$ cat config.mk
export PLATFORM = sky130hd
export DESIGN_NAME = mipsCore
export DESIGN_NICKNAME = d
export VERILOG_FILES = /design/src/hw/mipsPkg.sv /design/src/hw/mipsCore.sv /design/src/hw/pcUnit.sv /design/src/hw/regFile.sv /design/src/hw/aluUnit.sv /design/src/hw/control.sv
export VERILOG_INCLUDE_DIRS = /design/src /design/src/hw
export SDC_FILE = /design/constraint.sdc
export NUM_CORES = 2
export LEC_CHECK = 0
export BUFFER_PORTS_ARGS = -buffer_cell sky130_fd_sc_hd__buf_2
export CAP_MARGIN = 20
export CORE_ASPECT_RATIO = 1.1
export CORE_MARGIN = 1.5
export CORE_UTILIZATION = 30
export CTS_BUF_LIST = sky130_fd_sc_hd__clkbuf_8
export DETAILED_ROUTE_END_ITERATION = 10
export HOLD_SLACK_MARGIN = 0.08
export PLACE_DENSITY_LB_ADDON = 0.15
export SLEW_MARGIN = 15
export SYNTH_ARGS = -nofsm -noshare
export SYNTH_HDL_FRONTEND = slang
export SYNTH_HIERARCHICAL = 1
export SYNTH_SLANG_ARGS = --single-unit
export TNS_END_PERCENT = 50
$ cat constraint.sdc
create_clock -name clk -period 17.2 [get_ports clk]
set_clock_uncertainty 0.05 [all_clocks]
set_input_delay 2.58 -clock clk [delete_from_list [all_inputs] [get_ports clk]]
set_output_delay 2.58 -clock clk [all_outputs]
set_load 0.05 [all_outputs]
$ cat src/hw/mips_params.svh
`ifndef MIPS_PARAMS_SVH
`define MIPS_PARAMS_SVH

// data path and address width.
`define MIPS_XLEN 32

// architectural register count.
`define MIPS_NREGS 32

// first fetch address after reset.
`define MIPS_RESET_PC 32'h0000_0000

`endif
$ cat src/hw/mipsPkg.sv
package mipsPkg;

	typedef enum logic [5:0] {
		opSpecial = 6'd0,
		opRegimm  = 6'd1,
		opJ       = 6'd2,
		opJal     = 6'd3,
		opBeq     = 6'd4,
		opBne     = 6'd5,
		opBlez    = 6'd6,
		opBgtz    = 6'd7,
		opAddiu   = 6'd9,
		opSlti    = 6'd10,
		opSltiu   = 6'd11,
		opAndi    = 6'd12,
		opOri     = 6'd13,
		opXori    = 6'd14,
		opLui     = 6'd15,
		opLb      = 6'd32,
		opLh      = 6'd33,
		opLwl     = 6'd34,
		opLw      = 6'd35,
		opLbu     = 6'd36,
		opLhu     = 6'd37,
		opLwr     = 6'd38,
		opSb      = 6'd40,
		opSh      = 6'd41,
		opSw      = 6'd43
	} opcode_t;

	typedef enum logic [5:0] {
		functSll   = 6'd0,
		functSrl   = 6'd2,
		functSra   = 6'd3,
		functSllv  = 6'd4,
		functSrlv  = 6'd6,
		functSrav  = 6'd7,
		functJr    = 6'd8,
		functJalr  = 6'd9,
		functMthi  = 6'd17,
		functMtlo  = 6'd19,
		functMult  = 6'd24,
		functMultu = 6'd25,
		functDiv   = 6'd26,
		functDivu  = 6'd27,
		functAddu  = 6'd33,
		functSubu  = 6'd35,
		functAnd   = 6'd36,
		functOr    = 6'd37,
		functXor   = 6'd38,
		functSlt   = 6'd42,
		functSltu  = 6'd43
	} funct_t;

	// operation class handed from the main decoder to the ALU.
	typedef enum logic [1:0] {
		aluOpAdd  = 2'b00,
		aluOpSub  = 2'b01,
		aluOpFunc = 2'b10,
		aluOpImm  = 2'b11
	} aluOp_t;

	typedef enum logic [3:0] {
		aluAdd, aluSub, aluAnd, aluOr, aluXor,
		aluSlt, aluSltu, aluSll, aluSrl, aluLui
	} aluFn_t;

	// msb first, same bit order as the original decoder word.
	typedef struct packed {
		logic   regDst;
		logic   jump;
		logic   branch;
		logic   memRead;
		logic   memWrite;
		logic   memToReg;
		logic   regWrite;
		logic   aluSrc;
		aluOp_t aluOp;
	} ctrlSig_t;

endpackage

$ cat src/hw/mipsCore.sv
`timescale 1ns/10ps
`include "mips_params.svh"

module mipsCore
	import mipsPkg::*;
(
	input  logic                  clk,
	input  logic                  rstN,
	output logic [`MIPS_XLEN-1:0] pc,
	input  logic [31:0]           instr,
	output logic [`MIPS_XLEN-1:0] memAddr,
	output logic [`MIPS_XLEN-1:0] memWdata,
	output logic                  memRead,
	output logic                  memWrite,
	input  logic [`MIPS_XLEN-1:0] memRdata
);

	ctrlSig_t              ctrl;
	logic [4:0]            wrIdx;
	logic [`MIPS_XLEN-1:0] rsVal;
	logic [`MIPS_XLEN-1:0] rtVal;
	logic [`MIPS_XLEN-1:0] aluResult;
	logic [`MIPS_XLEN-1:0] wbData;

	control ctrl_i (
		.clk         (clk),
		.rstN        (rstN),
		.insop       (opcode_t'(instr[31:26])),
		.branchfield (instr[20:16]),
		.func        (funct_t'(instr[5:0])),
		.ctrl        (ctrl)
	);

	assign wrIdx  = ctrl.regDst ? instr[15:11] : instr[20:16]; // rd for R-type, else rt.
	assign wbData = ctrl.memToReg ? memRdata : aluResult;

	regFile regFile_i (
		.clk    (clk),
		.rstN   (rstN),
		.rsIdx  (instr[25:21]),
		.rtIdx  (instr[20:16]),
		.wrIdx  (wrIdx),
		.wrEn   (ctrl.regWrite),
		.wrData (wbData),
		.rsVal  (rsVal),
		.rtVal  (rtVal)
	);

	aluUnit alu_i (
		.instr  (instr),
		.rsVal  (rsVal),
		.rtVal  (rtVal),
		.aluSrc (ctrl.aluSrc),
		.aluOp  (ctrl.aluOp),
		.result (aluResult)
	);

	pcUnit pc_i (
		.clk    (clk),
		.rstN   (rstN),
		.instr  (instr),
		.rsVal  (rsVal),
		.rtVal  (rtVal),
		.branch (ctrl.branch),
		.jump   (ctrl.jump),
		.pc     (pc)
	);

	assign memAddr  = aluResult;
	assign memWdata = rtVal;

	// strobes stay quiet while the core is held in reset.
	assign memRead  = ctrl.memRead & rstN;
	assign memWrite = ctrl.memWrite & rstN;

endmodule

$ cat src/hw/pcUnit.sv
`timescale 1ns/10ps
`include "mips_params.svh"

module pcUnit
	import mipsPkg::*;
(
	input  logic                  clk,
	input  logic                  rstN,
	input  logic [31:0]           instr,
	input  logic [`MIPS_XLEN-1:0] rsVal,
	input  logic [`MIPS_XLEN-1:0] rtVal,
	input  logic                  branch,
	input  logic                  jump,
	output logic [`MIPS_XLEN-1:0] pc
);

	opcode_t               op;
	logic                  taken;
	logic [`MIPS_XLEN-1:0] pcPlus4;
	logic [`MIPS_XLEN-1:0] brTarget;
	logic [`MIPS_XLEN-1:0] jTarget;
	logic [`MIPS_XLEN-1:0] pcNext;

	assign op       = opcode_t'(instr[31:26]);
	assign pcPlus4  = pc + `MIPS_XLEN'd4;
	assign brTarget = pcPlus4 + {{(`MIPS_XLEN-18){instr[15]}}, instr[15:0], 2'b00};
	assign jTarget  = {pcPlus4[`MIPS_XLEN-1:28], instr[25:0], 2'b00}; // stays in the 256MB region.

	always_comb begin
		case (op)
			opBeq:   taken = (rsVal == rtVal);
			opBne:   taken = (rsVal != rtVal);
			default: taken = 1'b0;
		endcase
	end

	always_comb begin
		if (jump)
			pcNext = (op == opSpecial) ? rsVal : jTarget; // jr or j.
		else if (branch && taken)
			pcNext = brTarget;
		else
			pcNext = pcPlus4;
	end

	always_ff @(posedge clk or negedge rstN) begin
		if (!rstN)
			pc <= `MIPS_RESET_PC;
		else
			pc <= pcNext;
	end

	pcAligned: assert property (
		@(posedge clk) disable iff (!rstN)
		pc[1:0] == 2'b00
	) else $error("pcUnit: pc not word aligned.");

endmodule

$ cat src/hw/regFile.sv
`timescale 1ns/10ps
`include "mips_params.svh"

module regFile (
	input  logic                  clk,
	input  logic                  rstN,
	input  logic [4:0]            rsIdx,
	input  logic [4:0]            rtIdx,
	input  logic [4:0]            wrIdx,
	input  logic                  wrEn,
	input  logic [`MIPS_XLEN-1:0] wrData,
	output logic [`MIPS_XLEN-1:0] rsVal,
	output logic [`MIPS_XLEN-1:0] rtVal
);

	logic [`MIPS_XLEN-1:0] regs [`MIPS_NREGS];

	always_ff @(posedge clk or negedge rstN) begin
		if (!rstN) begin
			for (int i = 0; i < `MIPS_NREGS; i++)
				regs[i] <= '0;
		end else if (wrEn && wrIdx != 5'd0) begin
			regs[wrIdx] <= wrData; // r0 writes are dropped.
		end
	end

	assign rsVal = regs[rsIdx];
	assign rtVal = regs[rtIdx];

	// r0 reads as zero on both ports in every cycle.
	zeroReg: assert property (
		@(posedge clk) disable iff (!rstN)
		((rsIdx == 5'd0) |-> (rsVal == '0)) and ((rtIdx == 5'd0) |-> (rtVal == '0))
	) else $error("regFile: r0 read returned nonzero.");

endmodule

$ cat src/hw/aluUnit.sv
`timescale 1ns/10ps
`include "mips_params.svh"

module aluUnit
	import mipsPkg::*;
(
	input  logic [31:0]           instr,
	input  logic [`MIPS_XLEN-1:0] rsVal,
	input  logic [`MIPS_XLEN-1:0] rtVal,
	input  logic                  aluSrc,
	input  aluOp_t                aluOp,
	output logic [`MIPS_XLEN-1:0] result
);

	opcode_t               op;
	funct_t                fn;
	aluFn_t                fnSel;
	logic [4:0]            shamt;
	logic [`MIPS_XLEN-1:0] immSext;
	logic [`MIPS_XLEN-1:0] immZext;
	logic [`MIPS_XLEN-1:0] opB;

	assign op      = opcode_t'(instr[31:26]);
	assign fn      = funct_t'(instr[5:0]);
	assign shamt   = instr[10:6];
	assign immSext = {{(`MIPS_XLEN-16){instr[15]}}, instr[15:0]};
	assign immZext = {{(`MIPS_XLEN-16){1'b0}}, instr[15:0]};

	always_comb begin
		fnSel = aluAdd;
		case (aluOp)
			aluOpAdd: fnSel = aluAdd; // address generation.
			aluOpSub: fnSel = aluSub;
			aluOpFunc: begin
				case (fn)
					functSubu: fnSel = aluSub;
					functAnd:  fnSel = aluAnd;
					functOr:   fnSel = aluOr;
					functXor:  fnSel = aluXor;
					functSlt:  fnSel = aluSlt;
					functSltu: fnSel = aluSltu;
					functSll:  fnSel = aluSll;
					functSrl:  fnSel = aluSrl;
					default:   fnSel = aluAdd;
				endcase
			end
			aluOpImm: begin
				case (op)
					opSlti:  fnSel = aluSlt;
					opSltiu: fnSel = aluSltu; // compares against the sign-extended immediate.
					opAndi:  fnSel = aluAnd;
					opOri:   fnSel = aluOr;
					opXori:  fnSel = aluXor;
					opLui:   fnSel = aluLui;
					default: fnSel = aluAdd;
				endcase
			end
			default: fnSel = aluAdd;
		endcase
	end

	always_comb begin
		if (!aluSrc)
			opB = rtVal;
		else if (op inside {opAndi, opOri, opXori})
			opB = immZext; // logical immediates are unsigned.
		else
			opB = immSext;
	end

	always_comb begin
		case (fnSel)
			aluAdd:  result = rsVal + opB;
			aluSub:  result = rsVal - opB;
			aluAnd:  result = rsVal & opB;
			aluOr:   result = rsVal | opB;
			aluXor:  result = rsVal ^ opB;
			aluSlt:  result = {{(`MIPS_XLEN-1){1'b0}}, $signed(rsVal) < $signed(opB)};
			aluSltu: result = {{(`MIPS_XLEN-1){1'b0}}, rsVal < opB};
			aluSll:  result = opB << shamt; // shifts operate on rt.
			aluSrl:  result = opB >> shamt;
			aluLui:  result = {opB[15:0], 16'h0000};
			default: result = '0;
		endcase
	end

endmodule

$ cat src/hw/control.sv
`timescale 1ns/10ps

module control
	import mipsPkg::*;
(
	input  logic     clk,
	input  logic     rstN,
	input  opcode_t  insop,
	input  logic [4:0] branchfield,
	input  funct_t   func,
	output ctrlSig_t ctrl
);

	// field order: regDst jump branch memRead memWrite memToReg regWrite aluSrc aluOp.
	localparam ctrlSig_t ctrlNone  = ctrlSig_t'(10'b0000000000);
	localparam ctrlSig_t ctrlRType = ctrlSig_t'(10'b1000001010);
	localparam ctrlSig_t ctrlJump  = ctrlSig_t'(10'b0100000000);
	localparam ctrlSig_t ctrlImm   = ctrlSig_t'(10'b0000001111);
	localparam ctrlSig_t ctrlLoad  = ctrlSig_t'(10'b0001011100);
	localparam ctrlSig_t ctrlStore = ctrlSig_t'(10'b0000100100);
	localparam ctrlSig_t ctrlBr    = ctrlSig_t'(10'b0010000001);

	always_comb begin
		ctrl = ctrlNone; // anything not listed retires as a no-op.
		case (insop)
			opSpecial: begin
				case (func)
					functAddu,
					functSubu,
					functAnd,
					functOr,
					functXor,
					functSlt,
					functSltu,
					functSll,
					functSrl: ctrl = ctrlRType;
					functJr:  ctrl = ctrlJump; // target comes from rs.
					default:  ctrl = ctrlNone;
				endcase
			end
			opRegimm: ctrl = ctrlNone; // bltz, bgez and the linking forms are not implemented.
			opJ:     ctrl = ctrlJump;
			opBeq,
			opBne:   ctrl = ctrlBr;
			opAddiu,
			opSlti,
			opSltiu,
			opAndi,
			opOri,
			opXori,
			opLui:   ctrl = ctrlImm;
			opLw:    ctrl = ctrlLoad;
			opSw:    ctrl = ctrlStore;
			default: ctrl = ctrlNone;
		endcase
	end

	// a load and a store in the same cycle would confuse the memory port.
	memExclusive: assert property (
		@(posedge clk) disable iff (!rstN)
		!(ctrl.memRead && ctrl.memWrite)
	) else $error("control: memRead and memWrite both set.");

endmodule

==> flow_summary.ini <==
[run_status]
status = finished clean

[detailed_routing]
routed_wl_microns = 308000
vias_per_cell = 5.762
drt_iter0_drc = 5197
num_vias = 56091
drtAntennaViolNets = 0
first_pass_iters = 6
drc = 0
wire_per_inst_microns = 31.64

[finish]
drive_gt1_share_pct = 25.72
fillCellCount = 23476
fin_nets = 6711
final_cells = 9735
synthToLayoutAreaGrowth_pct = 9.979

[clock_network]
cts_setup_buffers = 0
cts-root-buf = clkbuf_8
cts_tree = built
cts.clk_slew.worst_paths_ns = 0.06
post_cts_resized = 0
clock_path_buffers = 3
clock-sinks = 1056
htreeDepth = 4
cts_hold_buf = 0
insertion_delay_ns = 1.02
numCtsBuffers = 189

[logic_synthesis]
netlist_area_sq_mm = 0.06991
synth_edf_count = 0
synthArstFlopShare_pct = 100.0
seq_area_frac_synth_pct = 37.80
yosysWarnings = 6
yosysUniqueCellTypes = 107
synth_flop_cell = dfrtp_1
ys_ff_latch = 1056
syn-num-nets = 6799
yosysMostFrequentCell = mux2i_1
synth_top_area_share_pct = 37.80
ys_top_cells_by_count = mux2i_1 (1083), dfrtp_1 (1056), mux2_2 (978)
syn_inst = 6595
synth_top_area_cell = dfrtp_1
avgSynthCellArea_sq_um = 10.60
synth_area_leaders = dfrtp_1 (38%), mux2_2 (16%), mux2i_1 (16%)

[sta]
tightest_slew_ns = 1.187
clock.fmax_ghz = 0.07997
fin_tns_setup_ns = 0
hold_viol_final = 0
slew_violations = 0
finalSetupViolations = 0
period_share_pct = 72.71
min_period_ns = 12.51
rsz0062_at_grt = no
worst_slew_margin_rel_pct = 20.85

[setup_path]
path_class = in -> out
ff2ff_path_depth = 19
cp.required_ns = 14.57
critPathMaxFanout = 25
cp-end-kind = output port
cp.arrival_ns = 9.88
start_kind = input pin

[die]
fp.dieArea_sq_mm = 0.2359
start_util_pct = 30.23
fp.dieH_microns = 509.3
core-area_sq_mm = 0.2312
rows = 185
pin_count = 164
die_x_microns = 463.3

[min_path]
min_path_cells = 0
hp-class = reg -> reg

[global_route]
grt_pass1_wl_microns = 435000
grt_pass1_vias = 56308
overflow = 0
grt_usage_pct = 25.38
grt_max_degree = 165
antenna_found_initial = 12

[power]
p_leak_uw = 0.03678
vdd_ir_drop_max_v = 0.0001155
p_per_area_mw_per_mm2 = 108.8

[placed_design]
hpwl_microns = 198500
dp_cells = 9401
gp_congestion = 1.014
port_buffers = 163

[flow_run]
max_cap_violations = 0
worst paths after layout:
path	from	to	slack, ns
min in group asynchronous	rstN	regFile_i/regs[95]$_DFFE_PN0P_	1.51
min reg2reg	regFile_i/regs[1021]$_DFFE_PN0P_	regFile_i/regs[1021]$_DFFE_PN0P_	0.35
max	instr[18]	memAddr[31]	4.69
min	regFile_i/regs[1021]$_DFFE_PN0P_	regFile_i/regs[1021]$_DFFE_PN0P_	0.35
max in group asynchronous	rstN	regFile_i/regs[569]$_DFFE_PN0P_	12.68
max reg2reg	regFile_i/regs[930]$_DFFE_PN0P_	regFile_i/regs[127]$_DFFE_PN0P_	10.20
state kept, by name, summed over array words and instances, names as in the netlist:
signal	count
pc_i/pc	32
regFile_i/regs	1024
stage by stage:
stage / utilization (%) / hold WS, ns / area (sq um) / power [uW] / setup WS, ns
floorplan: - / 0.3988 / 69910 / 4947 / 6.230
global placement: 31.58 / 0.3342 / 73020 / 5916 / 4.249
detailed placement: 31.61 / 0.3376 / 73090 / 5937 / 4.920
CTS: 33.24 / 0.3502 / 76870 / 8402 / 4.889
global route: 33.25 / 0.3599 / 76880 / 8761 / 4.538
finish: 33.25 / 0.3470 / 76890 / 8364 / 4.695
power by group:
group / switching, uW / internal, uW
sequential: 282 / 2840
combinational: 1870 / 955
clock: 1170 / 1250
total: 3320 / 5050
critical path, stage by stage:
cell and delay [ns]:
buf_2 0.25, nor2b_4 0.79, buf_4 0.56, a22o_1 0.23
nor3_1 0.05, a31oi_1 0.19, nand3_1 0.63, mux2i_2 0.95
inv_1 0.23, ha_1 0.34, a21o_1 0.24, a221oi_2 0.44
a211oi_1 0.22, o31ai_2 0.44, a21oi_1 0.16, nand2b_4 0.18
a31o_1 0.24, or4_1 0.47, a32oi_1 0.27, buf_2 0.32
kinds of logic after synthesis:
kind of cell	after synthesis	synth area share (%)
multiplexers	2142	32.92
AO/OA/AOI/OAI	1245	12.07
AND/OR/NAND/NOR	1180	8.209
flip-flops	1056	37.80
buffers and inverters	729	5.154
adder cells (fa/ha/maj)	138	2.502
XOR/XNOR	105	1.353
cell type report:
class	instances	area, sq um	area share (%)
clock inverters	94	563.0	0.7323
clock buffers	234	3221	4.189
diodes	6	15.01	0.01953
well taps	3085	3860	5.020
inverters	122	457.9	0.5956
multi-input cells	4810	40050	52.09
repair buffers	328	2293	2.983
flip-flops and latches	1056	26430	34.37
cell usage in the layout, fill, tap and decap left out, types with 30 or more instances in the layout:
| master | instances |
|---|---|
| nor2_1 | 146 |
| a22o_1 | 132 |
| mux2_2 | 978 |
| a31oi_1 | 92 |
| a21oi_1 | 347 |
| nor3_1 | 116 |
| xor2_1 | 57 |
| clkbuf_8 | 234 |
| mux2_1 | 39 |
| dfrtp_1 | 1056 |
| ha_1 | 135 |
| xnor2_1 | 46 |
| a21o_1 | 55 |
| buf_4 | 149 |
| mux2i_1 | 1080 |
| mux2_4 | 30 |
| o211ai_1 | 32 |
| buf_2 | 159 |
| inv_1 | 188 |
| nand2_1 | 406 |
| a22oi_1 | 209 |
| a211oi_1 | 52 |
| o21ai_0 | 125 |
| nand3_1 | 250 |
per-layer routing:
| metal | up-vias | global-route usage [%] | wire length [microns] |
|---|---|---|---|
| met5 | - | 0 | 32 |
| met4 | 6 | 10.30 | 12840 |
| li1 | 24175 | - | - |
| met3 | 542 | 3.605 | 16130 |
| met2 | 1948 | 40.25 | 139300 |
| met1 | 29420 | 34.64 | 139700 |
No activity file was read; power rests on OpenSTA's default activity.
